**config.mk**
```make
export PLATFORM = sky130hd
export DESIGN_NAME = mcpu_top
export DESIGN_NICKNAME = d
export VERILOG_FILES = /design/src/mcpu_pkg.sv /design/src/mcpu_ctrl_if.sv /design/src/mcpu_alu.sv /design/src/mcpu_datapath.sv /design/src/mcpu_decoder.sv /design/src/mcpu_regfile.sv /design/src/mcpu_top.sv
export SDC_FILE = /design/constraint.sdc
export NUM_CORES = 2
export LEC_CHECK = 0
export BUFFER_PORTS_ARGS = -buffer_cell sky130_fd_sc_hd__clkbuf_2
export CAP_MARGIN = 40
export CORE_ASPECT_RATIO = 1.1
export CORE_UTILIZATION = 40
export DETAILED_ROUTE_END_ITERATION = 8
export GPL_ROUTABILITY_DRIVEN = 0
export PLACE_DENSITY_LB_ADDON = 0.3
export SLEW_MARGIN = 10
export SYNTH_ARGS = -nofsm -noshare
export SYNTH_HDL_FRONTEND = slang
export SYNTH_HIERARCHICAL = 1
export SYNTH_SLANG_ARGS = --single-unit
```
**constraint.sdc**
```tcl
create_clock -name clk -period 11.5 [get_ports clk]
set_input_delay 2.875 -clock clk [delete_from_list [all_inputs] [get_ports clk]]
set_output_delay 2.875 -clock clk [all_outputs]
set_load 0.01 [all_outputs]
```
**src/mcpu_pkg.sv**
```systemverilog
package mcpu_pkg;

    parameter int XLEN = 32;
    parameter int NREG = 32;

    // One state per instruction phase
    typedef enum logic [2:0] {
        IF  = 3'd0,
        ID  = 3'd1,
        EXE = 3'd2,
        MEM = 3'd3,
        WB  = 3'd4
    } cpu_state_e;

    typedef enum logic [3:0] {
        ADD  = 4'd0,
        SUB  = 4'd1,
        SLT  = 4'd2,
        SLTU = 4'd3,
        AND  = 4'd4,
        NOR  = 4'd5,
        OR   = 4'd6,
        XOR  = 4'd7,
        SLL  = 4'd8,
        SRL  = 4'd9,
        SRA  = 4'd10,
        LUI  = 4'd11  // Immediate arrives already shifted
    } alu_op_e;

    // Control transfer resolved in ID
    typedef enum logic [2:0] {
        NONE = 3'd0,
        B    = 3'd1,
        BL   = 3'd2,
        BEQ  = 3'd3,
        BNE  = 3'd4,
        JIRL = 3'd5
    } br_kind_e;

endpackage

```
**src/mcpu_ctrl_if.sv**
```systemverilog
interface mcpu_ctrl_if;
    import mcpu_pkg::*;

    alu_op_e         alu_op;
    br_kind_e        br_kind;
    logic            src1_is_pc;
    logic            src2_is_imm;
    logic            is_load;
    logic            is_store;
    logic            gr_we;
    logic [4:0]      dest;
    logic [4:0]      raddr1;
    logic [4:0]      raddr2;
    logic [XLEN-1:0] imm;
    logic [XLEN-1:0] br_offs;  // Byte offset, already scaled by four

    modport decoder (
        output alu_op, br_kind, src1_is_pc, src2_is_imm, is_load, is_store,
               gr_we, dest, raddr1, raddr2, imm, br_offs
    );

    modport datapath (
        input alu_op, br_kind, src1_is_pc, src2_is_imm, is_load, is_store,
              gr_we, dest, raddr1, raddr2, imm, br_offs
    );

endinterface

```
**src/mcpu_alu.sv**
```systemverilog
module mcpu_alu (
    input  mcpu_pkg::alu_op_e         alu_op,
    input  logic [mcpu_pkg::XLEN-1:0] src1,
    input  logic [mcpu_pkg::XLEN-1:0] src2,
    output logic [mcpu_pkg::XLEN-1:0] result
);
    import mcpu_pkg::*;

    logic [4:0]      shamt;
    logic [XLEN-1:0] sum;
    logic [XLEN-1:0] diff;

    assign shamt = src2[4:0];
    assign sum   = src1 + src2;
    assign diff  = src1 - src2;

    always_comb begin
        case (alu_op)
            ADD:     result = sum;
            SUB:     result = diff;
            SLT:     result = {31'b0, $signed(src1) < $signed(src2)};
            SLTU:    result = {31'b0, src1 < src2};
            AND:     result = src1 & src2;
            NOR:     result = ~(src1 | src2);
            OR:      result = src1 | src2;
            XOR:     result = src1 ^ src2;
            SLL:     result = src1 << shamt;
            SRL:     result = src1 >> shamt;
            SRA:     result = $unsigned($signed(src1) >>> shamt);
            LUI:     result = src2;  // Decoder has placed the upper 20 bits
            default: result = sum;
        endcase
    end

endmodule

```
**src/mcpu_datapath.sv**
```systemverilog
module mcpu_datapath #(
    parameter logic [mcpu_pkg::XLEN-1:0] RESET_PC = 32'h1c00_0000
) (
    input  logic                      clk,
    input  logic                      reset,
    output logic [mcpu_pkg::XLEN-1:0] inst_addr,
    input  logic [mcpu_pkg::XLEN-1:0] inst_rdata,
    output logic [mcpu_pkg::XLEN-1:0] inst,
    mcpu_ctrl_if.datapath             ctrl,
    input  logic [mcpu_pkg::XLEN-1:0] rdata1,
    input  logic [mcpu_pkg::XLEN-1:0] rdata2,
    output logic [mcpu_pkg::XLEN-1:0] alu_src1,
    output logic [mcpu_pkg::XLEN-1:0] alu_src2,
    input  logic [mcpu_pkg::XLEN-1:0] alu_result,
    output logic                      data_we,
    output logic [mcpu_pkg::XLEN-1:0] data_addr,
    output logic [mcpu_pkg::XLEN-1:0] data_wdata,
    input  logic [mcpu_pkg::XLEN-1:0] data_rdata,
    output logic                      rf_we,
    output logic [4:0]                rf_waddr,
    output logic [mcpu_pkg::XLEN-1:0] rf_wdata,
    output logic [mcpu_pkg::XLEN-1:0] wb_pc
);
    import mcpu_pkg::*;

    cpu_state_e      state;
    cpu_state_e      state_next;
    logic [XLEN-1:0] pc;
    logic [XLEN-1:0] inst_pc;
    logic [XLEN-1:0] inst_r;
    logic [XLEN-1:0] rj_val;
    logic [XLEN-1:0] rkd_val;
    logic [XLEN-1:0] final_res;
    logic [XLEN-1:0] seq_pc;
    logic [XLEN-1:0] br_target;
    logic            rj_eq_rd;
    logic            br_taken;

    // The fetched word is only on the SRAM port during ID
    assign inst      = (state == ID) ? inst_rdata : inst_r;
    assign inst_addr = pc;

    assign seq_pc    = pc + 32'd4;
    assign rj_eq_rd  = (rdata1 == rdata2);
    assign br_target = (ctrl.br_kind == JIRL) ? rdata1 + ctrl.br_offs : pc + ctrl.br_offs;

    always_comb begin
        case (ctrl.br_kind)
            B, BL, JIRL: br_taken = 1'b1;
            BEQ:         br_taken = rj_eq_rd;
            BNE:         br_taken = !rj_eq_rd;
            default:     br_taken = 1'b0;
        endcase
    end

    always_comb begin
        case (state)
            IF: state_next = ID;
            ID: begin
                // Plain branches and unsupported words have nothing left to do
                if ((ctrl.br_kind inside {B, BEQ, BNE}) || !(ctrl.gr_we || ctrl.is_store)) begin
                    state_next = IF;
                end else begin
                    state_next = EXE;
                end
            end
            EXE:     state_next = (ctrl.is_load || ctrl.is_store) ? MEM : WB;
            MEM:     state_next = ctrl.is_load ? WB : IF;
            default: state_next = IF;
        endcase
    end

    always_ff @(posedge clk) begin
        if (reset) begin
            state <= IF;
            pc    <= RESET_PC;
        end else begin
            state <= state_next;
            if (state == ID) begin
                pc <= br_taken ? br_target : seq_pc;
            end
        end
    end

    always_ff @(posedge clk) begin
        case (state)
            ID: begin
                inst_r  <= inst_rdata;
                inst_pc <= pc;  // pc moves on at this edge
                rj_val  <= rdata1;
                rkd_val <= rdata2;
            end
            EXE: final_res <= alu_result;
            MEM: begin
                if (ctrl.is_load) begin
                    final_res <= data_rdata;
                end
            end
            default: ;
        endcase
    end

    assign alu_src1 = ctrl.src1_is_pc ? inst_pc : rj_val;
    assign alu_src2 = ctrl.src2_is_imm ? ctrl.imm : rkd_val;

    assign data_we    = (state == EXE) && ctrl.is_store;
    assign data_addr  = alu_result;
    assign data_wdata = rkd_val;

    // A write to r0 is dropped here so the trace never reports it
    assign rf_we    = (state == WB) && ctrl.gr_we && (ctrl.dest != 5'd0);
    assign rf_waddr = ctrl.dest;
    assign rf_wdata = final_res;
    assign wb_pc    = inst_pc;

endmodule

```
**src/mcpu_decoder.sv**
```systemverilog
module mcpu_decoder (
    input  logic [mcpu_pkg::XLEN-1:0] inst,
    mcpu_ctrl_if.decoder              ctrl
);
    import mcpu_pkg::*;

    logic [4:0]      rd;
    logic [4:0]      rj;
    logic [4:0]      rk;
    logic [XLEN-1:0] si12_ext;
    logic [XLEN-1:0] ui5_ext;
    logic [XLEN-1:0] si20_shl;
    logic [XLEN-1:0] offs16;
    logic [XLEN-1:0] offs26;

    assign rd = inst[4:0];
    assign rj = inst[9:5];
    assign rk = inst[14:10];

    assign si12_ext = {{20{inst[21]}}, inst[21:10]};
    assign ui5_ext  = {27'b0, inst[14:10]};
    assign si20_shl = {inst[24:5], 12'b0};
    assign offs16   = {{14{inst[25]}}, inst[25:10], 2'b0};
    assign offs26   = {{4{inst[9]}}, inst[9:0], inst[25:10], 2'b0};  // Split offs26 field

    assign ctrl.raddr1 = rj;

    always_comb begin
        ctrl.alu_op      = ADD;
        ctrl.br_kind     = NONE;
        ctrl.src1_is_pc  = 1'b0;
        ctrl.src2_is_imm = 1'b0;
        ctrl.is_load     = 1'b0;
        ctrl.is_store    = 1'b0;
        ctrl.gr_we       = 1'b0;
        ctrl.dest        = rd;
        ctrl.raddr2      = rk;
        ctrl.imm         = si12_ext;
        ctrl.br_offs     = offs16;

        // Match on the opcode bits above rk
        casez (inst[31:15])
            17'h00020: begin ctrl.alu_op = ADD;  ctrl.gr_we = 1'b1; end
            17'h00022: begin ctrl.alu_op = SUB;  ctrl.gr_we = 1'b1; end
            17'h00024: begin ctrl.alu_op = SLT;  ctrl.gr_we = 1'b1; end
            17'h00025: begin ctrl.alu_op = SLTU; ctrl.gr_we = 1'b1; end
            17'h00028: begin ctrl.alu_op = NOR;  ctrl.gr_we = 1'b1; end
            17'h00029: begin ctrl.alu_op = AND;  ctrl.gr_we = 1'b1; end
            17'h0002a: begin ctrl.alu_op = OR;   ctrl.gr_we = 1'b1; end
            17'h0002b: begin ctrl.alu_op = XOR;  ctrl.gr_we = 1'b1; end
            17'h00081, 17'h00089, 17'h00091: begin
                ctrl.alu_op      = (inst[19]) ? SRA : (inst[18]) ? SRL : SLL;
                ctrl.gr_we       = 1'b1;
                ctrl.src2_is_imm = 1'b1;
                ctrl.imm         = ui5_ext;
            end
            17'b0000001010_???????: begin  // addi.w
                ctrl.gr_we       = 1'b1;
                ctrl.src2_is_imm = 1'b1;
            end
            17'b0001010_??????????: begin  // lu12i.w
                ctrl.alu_op      = LUI;
                ctrl.gr_we       = 1'b1;
                ctrl.src2_is_imm = 1'b1;
                ctrl.imm         = si20_shl;
            end
            17'b0010100010_???????: begin
                ctrl.is_load     = 1'b1;
                ctrl.gr_we       = 1'b1;
                ctrl.src2_is_imm = 1'b1;
            end
            17'b0010100110_???????: begin
                ctrl.is_store    = 1'b1;
                ctrl.src2_is_imm = 1'b1;
                ctrl.raddr2      = rd;  // Store data comes from rd
            end
            17'b010011_???????????: begin
                // Link value pc+4 is formed in the ALU
                ctrl.br_kind     = JIRL;
                ctrl.gr_we       = 1'b1;
                ctrl.src1_is_pc  = 1'b1;
                ctrl.src2_is_imm = 1'b1;
                ctrl.imm         = 32'd4;
            end
            17'b010100_???????????: begin
                ctrl.br_kind = B;
                ctrl.br_offs = offs26;
            end
            17'b010101_???????????: begin
                ctrl.br_kind     = BL;
                ctrl.br_offs     = offs26;
                ctrl.gr_we       = 1'b1;
                ctrl.dest        = 5'd1;
                ctrl.src1_is_pc  = 1'b1;
                ctrl.src2_is_imm = 1'b1;
                ctrl.imm         = 32'd4;
            end
            17'b010110_???????????: begin ctrl.br_kind = BEQ; ctrl.raddr2 = rd; end
            17'b010111_???????????: begin ctrl.br_kind = BNE; ctrl.raddr2 = rd; end
            default: ;  // Unsupported word decodes as a no-op
        endcase
    end

endmodule

```
**src/mcpu_regfile.sv**
```systemverilog
module mcpu_regfile (
    input  logic                                clk,
    input  logic [$clog2(mcpu_pkg::NREG)-1:0]   raddr1,
    input  logic [$clog2(mcpu_pkg::NREG)-1:0]   raddr2,
    output logic [mcpu_pkg::XLEN-1:0]           rdata1,
    output logic [mcpu_pkg::XLEN-1:0]           rdata2,
    input  logic                                we,
    input  logic [$clog2(mcpu_pkg::NREG)-1:0]   waddr,
    input  logic [mcpu_pkg::XLEN-1:0]           wdata
);
    import mcpu_pkg::*;

    logic [XLEN-1:0] regs [NREG];

    always_ff @(posedge clk) begin
        if (we && (waddr != '0)) begin
            regs[waddr] <= wdata;
        end
    end

    // r0 is hardwired to zero on both read ports
    assign rdata1 = (raddr1 == '0) ? '0 : regs[raddr1];
    assign rdata2 = (raddr2 == '0) ? '0 : regs[raddr2];

endmodule

```
**src/mcpu_top.sv**
```systemverilog
module mcpu_top #(
    parameter logic [mcpu_pkg::XLEN-1:0] RESET_PC = 32'h1c00_0000
) (
    input  logic                      clk,
    input  logic                      reset,
    output logic                      inst_sram_we,
    output logic [mcpu_pkg::XLEN-1:0] inst_sram_addr,
    output logic [mcpu_pkg::XLEN-1:0] inst_sram_wdata,
    input  logic [mcpu_pkg::XLEN-1:0] inst_sram_rdata,
    output logic                      data_sram_we,
    output logic [mcpu_pkg::XLEN-1:0] data_sram_addr,
    output logic [mcpu_pkg::XLEN-1:0] data_sram_wdata,
    input  logic [mcpu_pkg::XLEN-1:0] data_sram_rdata,
    output logic [mcpu_pkg::XLEN-1:0] debug_wb_pc,
    output logic [3:0]                debug_wb_rf_we,
    output logic [4:0]                debug_wb_rf_wnum,
    output logic [mcpu_pkg::XLEN-1:0] debug_wb_rf_wdata
);
    import mcpu_pkg::*;

    logic [XLEN-1:0] inst;
    logic [XLEN-1:0] rdata1;
    logic [XLEN-1:0] rdata2;
    logic [XLEN-1:0] alu_src1;
    logic [XLEN-1:0] alu_src2;
    logic [XLEN-1:0] alu_result;
    logic            rf_we;

    mcpu_ctrl_if ctrl ();

    // Instruction memory is read-only from the core
    assign inst_sram_we    = 1'b0;
    assign inst_sram_wdata = '0;

    mcpu_datapath #(
        .RESET_PC (RESET_PC)
    ) u_datapath (
        .clk        (clk),
        .reset      (reset),
        .inst_addr  (inst_sram_addr),
        .inst_rdata (inst_sram_rdata),
        .inst       (inst),
        .ctrl       (ctrl.datapath),
        .rdata1     (rdata1),
        .rdata2     (rdata2),
        .alu_src1   (alu_src1),
        .alu_src2   (alu_src2),
        .alu_result (alu_result),
        .data_we    (data_sram_we),
        .data_addr  (data_sram_addr),
        .data_wdata (data_sram_wdata),
        .data_rdata (data_sram_rdata),
        .rf_we      (rf_we),
        .rf_waddr   (debug_wb_rf_wnum),
        .rf_wdata   (debug_wb_rf_wdata),
        .wb_pc      (debug_wb_pc)
    );

    mcpu_decoder u_decoder (
        .inst (inst),
        .ctrl (ctrl.decoder)
    );

    mcpu_alu u_alu (
        .alu_op (ctrl.alu_op),
        .src1   (alu_src1),
        .src2   (alu_src2),
        .result (alu_result)
    );

    mcpu_regfile u_regfile (
        .clk    (clk),
        .raddr1 (ctrl.raddr1),
        .raddr2 (ctrl.raddr2),
        .rdata1 (rdata1),
        .rdata2 (rdata2),
        .we     (rf_we),
        .waddr  (debug_wb_rf_wnum),
        .wdata  (debug_wb_rf_wdata)
    );

    assign debug_wb_rf_we = {4{rf_we}};

endmodule

```
==> summary.md <==
| Metric | Value |
|---|---|
| Status | `finished clean` |
| M3 GR Usage | `~7.6%` |
| Cell variety after synth | `between 100 and 150` |
| Final WL | `around 270000 um` |
| Site Rows | `160` |
| I/O Pins | `roughly 270` |
| Slowest CP cell | `or4_4` |
| Path type of the worst min-delay path | `reg2reg` |
| Slew Limit Fails | `0` |
| R2r endpoint | `u_datapath/inst_addr[9]$_SDFFE_PP0P_` |
| Longest Clk Path Bufs | `3` |
| Buffers on Ports | `approximately 240` |
| RSZ-0062 raised after global routing | `false` |
| Core region area | `approximately 170000 sq um` |
| Syn_area_per_cell | `about 14 sq um` |
| Hold Slack | `roughly 0.54 ns` |
| Ys flop type | `edfxtp_1` |
| Slew HR | `a little under a third` |
| Register-to-register path setup slack | `approximately 2.7 ns` |
| WP data arrival | `between 8 and 9 ns` |
| Layout area overhead | `12.5%` |
| Total Routing Usage GR | `roughly 30%` |
| Most common cell after layout, fill and taps aside | `edfxtp_1` |
| DPL Wire Length | `between 150000 and 200000 um` |
| Die area | `about 180000 sq um` |
| Max Freq | `just under 90 MHz` |
| Delay of the slowest cell on the worst path | `approximately 0.63 ns` |
| Final cycle utilization of the critical path | `between 90 and 100%` |
| CTS tree | `built` |
| Vias/cell | `approximately 6.7` |
| Worst r2r src | `u_datapath/state[0]$_SDFF_PP0_` |
| Drc violations | `0` |
| Setup Buffers After CTS | `0` |
| Synth Register Bits | `around 1200` |
| Layout cell share with drive strength beyond 1 | `approximately a quarter` |
| Htree depth | `3` |
| Top Usage Layer GRT | `met2` |
| Crit path cell chain | `clkbuf_2 > nand2_1 > nand2_1 > or4_4 > nor4_4 > a22oi_1 > nand2_1 > buf_12 > mux2_2 > inv_1 > ha_1 > a21oi_1 > o21ai_0 > o41ai_1 > a211oi_2 > a21oi_1 > o31ai_1 > o221a_2 > o22ai_1 > clkbuf_2` |
| Fin nets | `5584` |
| CP startpoint kind | `input port` |
| Post-CTS Hold Fix Bufs | `0` |
| Critical Path End Type | `output port` |
| Static Leak | `27.3 nW` |
| Max cap viols | `0` |
| Met1 Resource Use GR | `36.9%` |
| Worst Hold End | `u_datapath/inst_r[29]$_DFF_P_` |
| Hold Path Origin | `u_datapath/inst_r[29]$_DFF_P_` |
| Largest net degree at the start of global routing | `between 100 and 150` |
| Number of synthesized flops with an enable pin | `roughly 1200` |
| ANT nets after route | `0` |
| Met2 Resource Use GR | `46.0%` |
| Minimum clock period | `~11 ns` |
| Initial core utilization | `~40%` |
| Measured slew at the worst slew-check pin | `between 1 and 1.5 ns` |
| Worst-Skew Late Latency | `~0.8 ns` |
| Via count | `51700` |
| Worst Path Max Fanout | `32` |
| Critical Path Most Common Cell | `nand2_1` |
| Layout fillers | `around 15000` |
| Kind of critical path | `in2out` |
| Max IR drop VDD | `0.138 mV` |
| Hold path cells | `2` |
| Vias in the first global route | `approximately 50000` |
| Clock Pin Slew Worst Setup and Hold Paths | `0.06 ns` |
| Async S/R FF share, synth | `0%` |
| Post-Syn Area | `69700 sq um` |
| Final hold viol count | `0` |
| Die X | `between 400 and 500 um` |
| Commonest cells after routing, fill and taps aside | `edfxtp_1 (1152), mux2i_1 (391), nand2_1 (353), mux4_2 (338), buf_4 (249)` |
| Cells on worst reg2reg path | `23` |
| TritonCTS Buffers | `between 100 and 150` |
| WL/cell | `approximately 34 um` |
| First-pass GRT wire length | `371000 um` |
| Clk root buf | `clkbuf_16` |
| Setup TNS after final layout | `0 ns` |
| Power Density | `between 150 and 200 nW/um^2` |
| Sequential element share of the synthesized area | `51.5%` |
| Syn. warnings | `6` |
| GRT overflow | `0` |
| Initial drt markers | `7089` |
| DIE HEIGHT | `~440 um` |
| Crit path required time | `~8.6 ns` |
| Initial DRT Pass Iterations | `9` |
| Synth Instances | `around 5200` |
| # clock sinks | `~1200` |
| Final setup viols | `0` |
| Initial antenna violation count | `8` |
| Worst Skew | `just over 0.05 ns` |
==> worst max-delay path by stage <==
stage / cells past startpoint / end / slack [ns] / from
6_report: 20 / data_sram_addr[27] / 0.16 / inst_sram_rdata[26]
5_1_grt: 20 / data_sram_addr[27] / 0.0004 / inst_sram_rdata[26]
4_1_cts: 23 / data_sram_addr[22] / 0.18 / inst_sram_rdata[26]
3_5_place_dp: 23 / data_sram_addr[22] / 0.22 / inst_sram_rdata[26]
3_3_place_gp: 23 / data_sram_addr[22] / 0.26 / inst_sram_rdata[26]
2_1_floorplan: 25 / data_sram_addr[26] / 0.26 / inst_sram_rdata[25]
==> metrics by stage <==
stage	setup WS [ns]	util, %	instances	power, W	area, sq um
floorplan	0.256	-	5219	0.00842	70000
global placement	0.257	42.7	7493	0.0102	73900
detailed placement	0.220	43.0	7524	0.0103	74400
CTS	0.181	45.3	7745	0.0142	78300
global route	0.000354	45.3	7750	0.0148	78400
finish	0.159	45.3	7754	0.0144	78400
==> worst max-delay path, delay by kind of cell <==
| kind | cells | cell delay (ns) |
|---|---|---|
| and+or+nand+nor | 5 | 1.38 |
| muxes | 1 | 0.47 |
| buffers and inverters | 4 | 0.66 |
| AOI/OAI and AO/OA | 9 | 2.68 |
| adders and majority gates | 1 | 0.35 |
==> synth_stat cells, drive strengths merged, types with 15 or more instances <==
cell type	n	area, sq um
nand2	358	1340
nor4	26	214
a31oi	30	194
edfxtp	1152	34600
a22oi	100	756
o22ai	16	100
buf	305	2060
o21ai	203	1020
or2	19	119
ha	135	1690
o211ai	37	283
a211oi	94	711
o2111ai	16	140
o21bai	20	150
nand2b	21	131
nor2	229	862
nand3b	17	128
nor2b	56	350
a21oi	191	956
or3	15	98.8
and2	30	188
nand3	56	285
o221ai	73	639
xnor2	29	254
nand4	62	403
xor2	44	385
mux4	392	9030
clkbuf	181	683
a21o	59	443
nor3	58	295
a221oi	68	714
dfxtp	67	1340
mux2	229	2580
mux2i	391	3910
a311oi	45	407
and3	25	156
inv	119	447
==> per-layer routing <==
metal | part of all wire [%] | wire [um] | vias up
li1 | - | - | 21000
met1 | 36 | 96400 | 26300
met2 | 45 | 120000 | 3680
met3 | 12 | 30700 | 812
met4 | 7.3 | 19600 | 0
met5 | 0 | 0 | -
==> power by group <==
group | internal [W] | leakage (nW) | switching, W
logic | 0.00194 | 14.4 | 0.00343
registers | 0.00495 | 11.0 | 0.000105
clock network | 0.00224 | 1.91 | 0.00174
total | 0.00913 | 27.3 | 0.00528
==> logic make-up after synthesis <==
logic type | Yosys count | synth area share [%]
xor+xnor | 73 | 0.917
simple gates | 1017 | 7.12
mux | 1012 | 22.3
buf+inv | 606 | 4.57
other cells | 3 | 0.0161
compound gates | 1087 | 11.1
fa+ha+maj | 138 | 2.51
flops | 1219 | 51.5
==> final cells by class <==
| class | instances | area, sq um | share of cell area (%) |
|---|---|---|---|
| inverter | 120 | 457 | 0.582 |
| antenna | 5 | 12.5 | 0.0160 |
| clock buffer | 143 | 3070 | 3.91 |
| sequential | 1219 | 35900 | 45.8 |
| timing repair buffer | 527 | 3870 | 4.94 |
| multi-input combinational | 3394 | 31400 | 40.0 |
| tap | 2268 | 2840 | 3.62 |
| clock inverter | 78 | 866 | 1.10 |
==> flip-flops by register name (all words and copies together) (netlist names) <==
name                   flops
u_datapath/wb_pc          32
u_datapath/rf_wdata       32
u_datapath/inst_r         32
u_datapath/state           3
u_regfile/regs          1024
u_datapath/data_wdata     32
u_datapath/rj_val         32
u_datapath/inst_addr      32
==> repair_timing <==
action	4_1_cts	5_1_grt
resized for setup	0	5
setup endpoints to repair	0	3
endpoints found under the hold margin	0	0
No activity file was read; power rests on OpenSTA's default activity.
